### config.mk
export PLATFORM = sky130hd
export DESIGN_NAME = pkt_chk_top
export DESIGN_NICKNAME = d
export VERILOG_FILES = /design/src/common/pkt_chk_pkg.sv /design/src/verilog/pkt_chk_top.sv /design/src/pkt_chk_regs/pkt_chk_regs.sv /design/src/pkt_check/pkt_check_fsm.sv /design/src/pkt_check/hdr_ecc_check.sv /design/src/pkt_check/crc8_update.sv
export SDC_FILE = /design/constraint.sdc
export NUM_CORES = 1
export LEC_CHECK = 0
export ABC_AREA = 1
export BUFFER_PORTS_ARGS = -buffer_cell sky130_fd_sc_hd__buf_2
export CAP_MARGIN = 10
export CORE_MARGIN = 1.5
export CORE_UTILIZATION = 25
export CTS_CLUSTER_SIZE = 40
export DETAILED_ROUTE_END_ITERATION = 12
export HOLD_SLACK_MARGIN = 0.05
export PLACE_DENSITY = 0.56
export SETUP_SLACK_MARGIN = 0.15
export SLEW_MARGIN = 5
export SYNTH_ARGS = -nofsm -noshare
export SYNTH_HDL_FRONTEND = slang
export SYNTH_SLANG_ARGS = --single-unit
### constraint.sdc
create_clock -name clk -period 2.8 [get_ports clk]
set_input_delay 0.56 -clock clk [delete_from_list [all_inputs] [get_ports clk]]
set_output_delay 0.56 -clock clk [all_outputs]
set_load 0.05 [all_outputs]
### src/common/pkt_chk_pkg.sv
package pkt_chk_pkg;

  //////////////////////////////
  // sizes
  //////////////////////////////

  // input memory, word addressed
  localparam int MEM_ADDR_W = 14;
  localparam int MEM_DATA_W = 32;
  localparam int APB_ADDR_W = 8;
  localparam int APB_DATA_W = 32;
  // width of every 4 bit header field
  localparam int HDR_FIELD_W = 4;

  // crc-8 generator, zero init, msb first
  localparam logic [7:0] CRC_POLY = 8'h07;

  //////////////////////////////
  // register map
  //////////////////////////////

  localparam logic [APB_ADDR_W-1:0] REG_CTRL     = 8'h00;
  localparam logic [APB_ADDR_W-1:0] REG_HDR_ADDR = 8'h04;
  localparam logic [APB_ADDR_W-1:0] REG_STATUS   = 8'h08;
  localparam logic [APB_ADDR_W-1:0] REG_CRC      = 8'h0C;

  // ctrl bits, both self clearing
  localparam int CTRL_START_BIT   = 0;
  localparam int CTRL_IRQ_CLR_BIT = 1;

  // status layout
  localparam int STAT_BUSY_BIT       = 0;
  localparam int STAT_DONE_BIT       = 1;
  localparam int STAT_ECC_CORR_BIT   = 2;
  localparam int STAT_ECC_UNCORR_BIT = 3;
  localparam int STAT_CRC_ERR_BIT    = 4;
  localparam int STAT_CNT_LSB        = 8;
  localparam int STAT_TYPE_LSB       = 12;

  // crc register layout
  localparam int CRC_CALC_LSB = 0;
  localparam int CRC_EXT_LSB  = 8;

  // header word, sop in bits 15:13 is not checked
  localparam int HDR_ECC_LSB  = 0;
  localparam int HDR_CNT_LSB  = 4;
  localparam int HDR_TYPE_LSB = 8;
  localparam int HDR_PAR_BIT  = 12;

  //////////////////////////////
  // structs
  //////////////////////////////

  typedef struct packed {
    logic                  psel;
    logic                  penable;
    logic                  pwrite;
    logic [APB_ADDR_W-1:0] paddr;
    logic [APB_DATA_W-1:0] pwdata;
  } apb_req_t;

  typedef struct packed {
    logic [APB_DATA_W-1:0] prdata;
    logic                  pready;
  } apb_rsp_t;

  typedef struct packed {
    logic                  start;
    logic [MEM_ADDR_W-1:0] hdr_addr;
  } chk_cmd_t;

  typedef struct packed {
    logic                   busy;
    logic                   done;
    logic                   ecc_corr;
    logic                   ecc_uncorr;
    logic                   crc_err;
    logic [HDR_FIELD_W-1:0] byte_cnt;
    logic [HDR_FIELD_W-1:0] pkt_type;
    logic [7:0]             crc_calc;
    logic [7:0]             crc_ext;
  } chk_result_t;

  typedef struct packed {
    logic [HDR_FIELD_W-1:0] byte_cnt;
    logic [HDR_FIELD_W-1:0] pkt_type;
    logic [HDR_FIELD_W-1:0] ecc_code;
    logic                   ecc_par;
  } hdr_fields_t;

endpackage
### src/verilog/pkt_chk_top.sv
module pkt_chk_top (
  input  logic                                clk,
  input  logic                                reset,

  // apb slave
  input  pkt_chk_pkg::apb_req_t               apb_i,
  output pkt_chk_pkg::apb_rsp_t               apb_o,

  // input memory read port, one cycle latency
  output logic                                mem_en_o,
  output logic [pkt_chk_pkg::MEM_ADDR_W-1:0]  mem_addr_o,
  input  logic [pkt_chk_pkg::MEM_DATA_W-1:0]  mem_rdata_i,

  output logic                                irq_o
);

  // start command and check result between the two blocks
  pkt_chk_pkg::chk_cmd_t    cmd;
  pkt_chk_pkg::chk_result_t result;

  //////////////////////////////
  // register block
  //////////////////////////////

  pkt_chk_regs u_regs (
    .clk      (clk),
    .reset    (reset),
    .apb_i    (apb_i),
    .apb_o    (apb_o),
    .cmd_o    (cmd),
    .result_i (result),
    .irq_o    (irq_o)
  );

  //////////////////////////////
  // check engine
  //////////////////////////////

  pkt_check_fsm u_check (
    .clk         (clk),
    .reset       (reset),
    .cmd_i       (cmd),
    .mem_en_o    (mem_en_o),
    .mem_addr_o  (mem_addr_o),
    .mem_rdata_i (mem_rdata_i),
    .result_o    (result)
  );

endmodule

### src/pkt_chk_regs/pkt_chk_regs.sv
module pkt_chk_regs (
  input  logic                      clk,
  input  logic                      reset,
  input  pkt_chk_pkg::apb_req_t     apb_i,
  output pkt_chk_pkg::apb_rsp_t     apb_o,
  output pkt_chk_pkg::chk_cmd_t     cmd_o,
  input  pkt_chk_pkg::chk_result_t  result_i,
  output logic                      irq_o
);

  logic                                wr_en;
  logic                                wr_ctrl;
  logic                                irq_clr;
  logic                                start_q;
  logic                                done_q;
  logic                                irq_q;
  logic [pkt_chk_pkg::MEM_ADDR_W-1:0]  hdr_addr_q;
  pkt_chk_pkg::chk_result_t            res_q;
  logic [pkt_chk_pkg::APB_DATA_W-1:0]  rdata;

  //////////////////////////////
  // write decode
  //////////////////////////////

  // write lands at the end of the access cycle
  assign wr_en   = apb_i.psel & apb_i.penable & apb_i.pwrite;
  assign wr_ctrl = wr_en & (apb_i.paddr == pkt_chk_pkg::REG_CTRL);
  assign irq_clr = wr_ctrl & apb_i.pwdata[pkt_chk_pkg::CTRL_IRQ_CLR_BIT];

  always_ff @(posedge clk) begin
    if (reset) begin
      start_q    <= 1'b0;
      done_q     <= 1'b0;
      irq_q      <= 1'b0;
      hdr_addr_q <= '0;
      res_q      <= '0;
    end else begin
      // start pulse, one cycle after the access cycle
      start_q <= wr_ctrl & apb_i.pwdata[pkt_chk_pkg::CTRL_START_BIT];
      if (wr_en && apb_i.paddr == pkt_chk_pkg::REG_HDR_ADDR) begin
        hdr_addr_q <= apb_i.pwdata[pkt_chk_pkg::MEM_ADDR_W-1:0];
      end
      // new run clears the previous outcome
      if (start_q) begin
        done_q <= 1'b0;
      end
      if (irq_clr || start_q) begin
        irq_q <= 1'b0;
      end
      // capture on done, set wins over clear
      if (result_i.done) begin
        res_q  <= result_i;
        done_q <= 1'b1;
        irq_q  <= 1'b1;
      end
    end
  end

  assign cmd_o.start    = start_q;
  assign cmd_o.hdr_addr = hdr_addr_q;
  assign irq_o          = irq_q;

  //////////////////////////////
  // read mux
  //////////////////////////////

  always_comb begin
    rdata = '0;
    case (apb_i.paddr)
      // ctrl bits are pulses, read as zero
      pkt_chk_pkg::REG_CTRL: rdata = '0;
      pkt_chk_pkg::REG_HDR_ADDR: rdata[pkt_chk_pkg::MEM_ADDR_W-1:0] = hdr_addr_q;
      pkt_chk_pkg::REG_STATUS: begin
        // busy comes live from the engine
        rdata[pkt_chk_pkg::STAT_BUSY_BIT]       = result_i.busy;
        rdata[pkt_chk_pkg::STAT_DONE_BIT]       = done_q;
        rdata[pkt_chk_pkg::STAT_ECC_CORR_BIT]   = res_q.ecc_corr;
        rdata[pkt_chk_pkg::STAT_ECC_UNCORR_BIT] = res_q.ecc_uncorr;
        rdata[pkt_chk_pkg::STAT_CRC_ERR_BIT]    = res_q.crc_err;
        rdata[pkt_chk_pkg::STAT_CNT_LSB +: pkt_chk_pkg::HDR_FIELD_W]  = res_q.byte_cnt;
        rdata[pkt_chk_pkg::STAT_TYPE_LSB +: pkt_chk_pkg::HDR_FIELD_W] = res_q.pkt_type;
      end
      pkt_chk_pkg::REG_CRC: begin
        rdata[pkt_chk_pkg::CRC_CALC_LSB +: 8] = res_q.crc_calc;
        rdata[pkt_chk_pkg::CRC_EXT_LSB +: 8]  = res_q.crc_ext;
      end
      default: rdata = '0;
    endcase
  end

  // no wait states
  assign apb_o.prdata = rdata;
  assign apb_o.pready = 1'b1;

endmodule

### src/pkt_check/pkt_check_fsm.sv
module pkt_check_fsm (
  input  logic                                clk,
  input  logic                                reset,
  input  pkt_chk_pkg::chk_cmd_t               cmd_i,
  output logic                                mem_en_o,
  output logic [pkt_chk_pkg::MEM_ADDR_W-1:0]  mem_addr_o,
  input  logic [pkt_chk_pkg::MEM_DATA_W-1:0]  mem_rdata_i,
  output pkt_chk_pkg::chk_result_t            result_o
);

  typedef enum logic [1:0] {S_IDLE, S_HDR_WAIT, S_DATA, S_CRC_WAIT} state_t;

  state_t                                 state_q;
  logic                                   start_ok;
  logic                                   done_q;
  logic                                   ecc_corr_q;
  logic                                   ecc_uncorr_q;
  logic                                   crc_err_q;
  logic [pkt_chk_pkg::MEM_ADDR_W-1:0]     rd_addr_q;
  logic [pkt_chk_pkg::HDR_FIELD_W-1:0]    iss_left_q;
  logic [pkt_chk_pkg::HDR_FIELD_W-1:0]    byte_cnt_q;
  logic [pkt_chk_pkg::HDR_FIELD_W-1:0]    pkt_type_q;
  logic [7:0]                             crc_ext_q;
  logic [7:0]                             low_byte;
  logic [7:0]                             crc_calc;
  pkt_chk_pkg::hdr_fields_t               hdr;
  logic                                   ecc_corr;
  logic                                   ecc_uncorr;

  // start is dropped while a check runs
  assign start_ok = (state_q == S_IDLE) & cmd_i.start;
  // data byte or stored crc, both in the low byte
  assign low_byte = mem_rdata_i[7:0];

  // header fields, valid in S_HDR_WAIT
  always_comb begin
    hdr.byte_cnt = mem_rdata_i[pkt_chk_pkg::HDR_CNT_LSB +: pkt_chk_pkg::HDR_FIELD_W];
    hdr.pkt_type = mem_rdata_i[pkt_chk_pkg::HDR_TYPE_LSB +: pkt_chk_pkg::HDR_FIELD_W];
    hdr.ecc_code = mem_rdata_i[pkt_chk_pkg::HDR_ECC_LSB +: pkt_chk_pkg::HDR_FIELD_W];
    hdr.ecc_par  = mem_rdata_i[pkt_chk_pkg::HDR_PAR_BIT];
  end

  hdr_ecc_check u_ecc (
    .hdr_i        (hdr),
    .ecc_corr_o   (ecc_corr),
    .ecc_uncorr_o (ecc_uncorr)
  );

  // data words feed the crc only while in S_DATA
  crc8_update u_crc (
    .clk          (clk),
    .reset        (reset),
    .clear_i      (start_ok),
    .byte_valid_i (state_q == S_DATA),
    .byte_i       (low_byte),
    .crc_o        (crc_calc)
  );

  //////////////////////////////
  // read issue
  //////////////////////////////

  // header read on start, first data read while the header returns,
  // then one read per cycle up to the crc word
  assign mem_en_o   = start_ok | (state_q == S_DATA) | ((state_q == S_HDR_WAIT) & ~ecc_uncorr);
  assign mem_addr_o = (state_q == S_IDLE) ? cmd_i.hdr_addr : rd_addr_q;

  //////////////////////////////
  // control
  //////////////////////////////

  always_ff @(posedge clk) begin
    if (reset) begin
      state_q      <= S_IDLE;
      done_q       <= 1'b0;
      ecc_corr_q   <= 1'b0;
      ecc_uncorr_q <= 1'b0;
      crc_err_q    <= 1'b0;
    end else begin
      done_q <= 1'b0;
      case (state_q)
        S_IDLE: begin
          if (cmd_i.start) begin
            ecc_corr_q   <= 1'b0;
            ecc_uncorr_q <= 1'b0;
            crc_err_q    <= 1'b0;
            state_q      <= S_HDR_WAIT;
          end
        end
        S_HDR_WAIT: begin
          ecc_corr_q   <= ecc_corr;
          ecc_uncorr_q <= ecc_uncorr;
          // uncorrectable header ends the check here
          if (ecc_uncorr) begin
            done_q  <= 1'b1;
            state_q <= S_IDLE;
          end else if (hdr.byte_cnt == '0) begin
            state_q <= S_CRC_WAIT;
          end else begin
            state_q <= S_DATA;
          end
        end
        S_DATA: begin
          // last read issued is the crc word
          if (iss_left_q == 4'd1) begin
            state_q <= S_CRC_WAIT;
          end
        end
        default: begin
          // crc register already holds the last data byte
          crc_err_q <= (crc_calc != low_byte);
          done_q    <= 1'b1;
          state_q   <= S_IDLE;
        end
      endcase
    end
  end

  // addresses, counts and captured fields
  always_ff @(posedge clk) begin
    if (start_ok) begin
      rd_addr_q <= cmd_i.hdr_addr + 1'b1;
      crc_ext_q <= '0;
    end
    if (state_q == S_HDR_WAIT) begin
      byte_cnt_q <= hdr.byte_cnt;
      pkt_type_q <= hdr.pkt_type;
      iss_left_q <= hdr.byte_cnt;
    end
    if (state_q == S_DATA) begin
      iss_left_q <= iss_left_q - 1'b1;
    end
    if (mem_en_o && state_q != S_IDLE) begin
      rd_addr_q <= rd_addr_q + 1'b1;
    end
    if (state_q == S_CRC_WAIT) begin
      crc_ext_q <= low_byte;
    end
  end

  assign result_o.busy       = (state_q != S_IDLE);
  assign result_o.done       = done_q;
  assign result_o.ecc_corr   = ecc_corr_q;
  assign result_o.ecc_uncorr = ecc_uncorr_q;
  assign result_o.crc_err    = crc_err_q;
  assign result_o.byte_cnt   = byte_cnt_q;
  assign result_o.pkt_type   = pkt_type_q;
  assign result_o.crc_calc   = crc_calc;
  assign result_o.crc_ext    = crc_ext_q;

endmodule

### src/pkt_check/hdr_ecc_check.sv
module hdr_ecc_check (
  input  pkt_chk_pkg::hdr_fields_t hdr_i,
  output logic                     ecc_corr_o,
  output logic                     ecc_uncorr_o
);

  logic [7:0] data;
  logic [3:0] code_calc;
  logic [3:0] syndrome;
  logic       par_calc;

  // protected byte, packet type over byte count
  assign data = {hdr_i.pkt_type, hdr_i.byte_cnt};

  // hamming check bits
  assign code_calc[0] = data[0] ^ data[1] ^ data[3] ^ data[4] ^ data[6];
  assign code_calc[1] = data[0] ^ data[2] ^ data[3] ^ data[5] ^ data[6];
  assign code_calc[2] = data[1] ^ data[2] ^ data[3] ^ data[7];
  assign code_calc[3] = data[4] ^ data[5] ^ data[6] ^ data[7];

  assign syndrome = hdr_i.ecc_code ^ code_calc;
  // overall parity over the data byte
  assign par_calc = ^data;

  // odd error count flips parity, so a single bit error is correctable
  assign ecc_corr_o   = (|syndrome) & (hdr_i.ecc_par != par_calc);
  // syndrome set with parity intact means two bits went wrong
  assign ecc_uncorr_o = (|syndrome) & (hdr_i.ecc_par == par_calc);

endmodule

### src/pkt_check/crc8_update.sv
module crc8_update (
  input  logic       clk,
  input  logic       reset,
  input  logic       clear_i,
  input  logic       byte_valid_i,
  input  logic [7:0] byte_i,
  output logic [7:0] crc_o
);

  logic [7:0] crc_q;
  logic [7:0] crc_next;

  // eight msb first steps for one byte
  always_comb begin
    crc_next = crc_q ^ byte_i;
    for (int i = 0; i < 8; i++) begin
      if (crc_next[7]) begin
        crc_next = {crc_next[6:0], 1'b0} ^ pkt_chk_pkg::CRC_POLY;
      end else begin
        crc_next = {crc_next[6:0], 1'b0};
      end
    end
  end

  // running crc, starts from zero
  always_ff @(posedge clk) begin
    if (reset || clear_i) begin
      crc_q <= '0;
    end else if (byte_valid_i) begin
      crc_q <= crc_next;
    end
  end

  assign crc_o = crc_q;

endmodule

==> run metrics <==
crit path max-delay cell type=sky130_fd_sc_hd__ha_4; maximum number of buffers from clock root to sink=2; total global routing track utilization=0.142; Post-synth top flop=sky130_fd_sc_hd__dfxtp_1; via count normalized by instance count=4.32; global-route track usage on met2=0.234; final estimated routing congestion in global placement=0.837; area added between synthesis and finish=36.6%; proportion of layout cells with a drive suffix above 1=0.291; met1 Usage GRT=0.187; Synth warnings=0; count of flip-flops with a built-in enable after synthesis=34; largest fanout on the critical path=6; endpoint of the worst-slack reg-to-reg timing path=u_check.rd_addr_q[13]; Worst-Skew Late Latency=350 ps; startpoint of the lowest-slack hold path=u_regs.res_q[5]; signal arrival time at the worst endpoint=2800 ps; net total in the final layout=946; initial core utilization=0.255; static power due to leakage=0.00315 uW; maximum number of pins on one net before global-route repair=35; number of remaining DRC errors=0; deepest level of the CTS H-tree=3; f_max=383 MHz; register-to-register setup slack=290 ps; required arrival time at the worst endpoint=2990 ps; Seq/Total Area, Yosys=0.407; worst setup path startpoint=mem_rdata_i[4]; antenna violations before repair=1; standard-cell rows=53; Most Used Layer, Global Route=met2; Least-Margin Pin Slew=662 ps; worst slew margin relative to its limit=0.556; TritonCTS clock tree=built; summed instance area of the synthesized netlist=5370 sq um; Startpoint Class=input port; Synth async-reset ratio=0; post-CTS clock slew at the launch and capture registers of the worst setup and hold paths=70 ps; share of the cycle needed by the critical path after routing=0.932; overall die height=150 um; Worst R2R Start=u_check.state_q[0]; Die Area=22400 sq um; filler cell count=2186; final critical delay including setup and external delays=2610 ps; final setup violation count=0; Final HPWL DP=11800 um; total buffers and inverters traversed by the critical path=3; #FFs+latches synth=92; Sinks on Clock Net=92; Worst Reg2Reg Path Length in Cells=12; Largest delay share family, worst path=simple AND/OR/NAND/NOR gates; total wirelength of the detailed-routed design=15600 um; type of destination of the critical path=flip-flop; Post-synth top cells=sky130_fd_sc_hd__nand2_1, sky130_fd_sc_hd__inv_1, sky130_fd_sc_hd__o21ai_0, sky130_fd_sc_hd__nor2_1, sky130_fd_sc_hd__dfxtp_1; largest stage delay on the critical path=280 ps; status=finished, final reports clean; Critical Path, Cell by Cell=buf_8 -> inv_4 -> ha_4 -> xnor2_2 -> xor2_1 -> nand2b_4 -> nand2_2 -> nand2_2 -> nand2_4 -> nand2_8 -> nand2_8 -> o21ai_4 -> ha_4 -> nand2_2 -> nor2_4 -> buf_4 -> xor2_1; total power density per cell area=526 nW/um^2; most common cell type on the critical path=sky130_fd_sc_hd__nand2_2; post-cts hold buffer count=0; Final Core Density=0.349; met3 GRT Util=0.0244; count of buffers inserted at the top-level ports=71; worst-case hold path end point=u_regs.res_q[5]; number of maximum-capacitance constraint violations=0; DRT iter0 DRCs=253; count of mapped cells out of synthesis=731; first-pass iteration count of the detailed router=4; area share of the largest cell type after synthesis=0.216; via count of the first global-routing pass=4502; startpoint-to-endpoint class of the critical path=in -> reg; mean area per synthesized cell=7.34 sq um; die extent in x=150 um; via total after detailed routing=4916; Fin Hold WS=456 ps; clock skew after layout=5.77 ps; wire length of the first global-routing pass=23900 um; post-route antenna net violation count=0; dominant cell type by area after synthesis=sky130_fd_sc_hd__dfxtp_1; total congestion overflow=0; number of hold-slack violations in the final timing report=0; library cell used as clock root buffer=sky130_fd_sc_hd__clkbuf_16; Routed WL per cell=13.7 um; Top Ports=126; final number of max-transition violations=0; worst min path class=reg -> reg; Cell variety after synth=36; maximum ir drop on the vdd rail=0.256 mV; number of buffers inserted during clock tree synthesis=9; top cells by area, synth=sky130_fd_sc_hd__dfxtp_1, sky130_fd_sc_hd__edfxtp_1, sky130_fd_sc_hd__nand2_1; RSZ-0062 raised after global routing=true; CORE AREA=21000 sq um; dominant cell by count in the synthesized netlist=sky130_fd_sc_hd__nand2_1; Hold Crit Depth=2
## report_power, final
part / total, uW / leakage, uW / switching, uW / internal [uW]
logic: 954 / 0.00223 / 651 / 303
clock network: 1340 / 0.000165 / 518 / 821
registers: 1560 / 0.000760 / 48.9 / 1520
total: 3860 / 0.00315 / 1220 / 2640
## layer usage
| layer | wire (um) | vias to the layer above | part of all wire |
|---|---|---|---|
| li1 | - | 2567 | - |
| met1 | 7380 | 2245 | 0.47 |
| met2 | 7370 | 92 | 0.47 |
| met3 | 653 | 12 | 0.042 |
| met4 | 211 | 0 | 0.014 |
| met5 | 0 | - | 0 |
## metrics by stage
| step | setup TNS [ps] | instances | cell area [sq um] | setup WS, ps | total power, uW |
|---|---|---|---|---|---|
| 4_1_cts | 0 | 1121 | 7020 | 154 | 3850 |
| 3_5_place_dp | -2620 | 1103 | 6650 | -293 | 2490 |
| 6_report | 0 | 1138 | 7330 | 190 | 3860 |
| 3_3_place_gp | -2110 | 1103 | 6650 | -242 | 2480 |
| 2_1_floorplan | 0 | 746 | 5760 | 71.7 | 2230 |
| 5_1_grt | 0 | 1137 | 7330 | 51.3 | 4060 |
## registers in the layout, indices dropped and copies added (netlist names), 2 cells and up
signal               flops
u_check.byte_cnt_q       4
u_check.crc_ext_q        8
u_check.iss_left_q       4
u_check.pkt_type_q       4
u_check.rd_addr_q       14
u_check.state_q          2
u_check.u_crc.crc_o      8
u_regs.hdr_addr_q       14
u_regs.res_q            27
## cell type report
cell class,instances,area [sq um],share of cell area
tap,275,344,0.0469
inverter,104,408,0.0556
timing repair buffer,143,1040,0.142
sequential,92,2180,0.298
multi-input combinational,507,3030,0.413
antenna,1,2.50,0.000341
clock buffer,14,295,0.0403
clock inverter,2,36.3,0.00495
## worst min-delay path: cells and delay by family, from the launching register on
kind,cells,cell delay (ps)
DFF,1,300
AOI/OAI and AO/OA,1,60
buffers and inverters,1,60
## cells in the final DEF (no fill, tap or decap), types with 7 or more instances in the layout
cell	count
sky130_fd_sc_hd__a21oi_1	37
sky130_fd_sc_hd__buf_2	57
sky130_fd_sc_hd__buf_4	69
sky130_fd_sc_hd__clkbuf_16	10
sky130_fd_sc_hd__conb_1	17
sky130_fd_sc_hd__dfxtp_1	58
sky130_fd_sc_hd__edfxtp_1	34
sky130_fd_sc_hd__ha_1	8
sky130_fd_sc_hd__inv_1	89
sky130_fd_sc_hd__inv_2	8
sky130_fd_sc_hd__nand2_1	154
sky130_fd_sc_hd__nand2_2	26
sky130_fd_sc_hd__nand3_1	41
sky130_fd_sc_hd__nor2_1	54
sky130_fd_sc_hd__nor2_2	11
sky130_fd_sc_hd__nor2_4	8
sky130_fd_sc_hd__o21ai_0	70
sky130_fd_sc_hd__o221ai_4	7
sky130_fd_sc_hd__xnor2_1	19
sky130_fd_sc_hd__xor2_1	10
## kinds of logic (layout without fill, tap and decap cells)
logic type,Yosys count,in the layout,share of synthesized area
xor+xnor,31,31,0.0506
fa+ha+maj,12,12,0.0280
other cells,2,18,0.00140
flops,92,92,0.407
compound gates,128,128,0.132
simple gates,317,319,0.261
buf+inv,149,263,0.121
## how the worst max path moves through the flow
| stage | to | slack, ps | cells past startpoint |
|---|---|---|---|
| after CTS | apb_o[4] | 150 | 8 |
| after detailed placement | u_check.rd_addr_q[12] | -290 | 18 |
| after global placement | u_check.rd_addr_q[12] | -240 | 18 |
| after global routing | u_check.rd_addr_q[13] | 50 | 20 |
| after floorplan | apb_o[14] | 70 | 4 |
| final | u_check.rd_addr_q[4] | 190 | 17 |
## what timing repair did
action | 4_1_cts | 5_1_grt
pin swaps | 4 | 20
setup endpoints to repair | 7 | 23
setup buffers | 1 | 15
resized for setup | 5 | 65
gates cloned | 1 | 1
(Power assumes the default switching activity.)
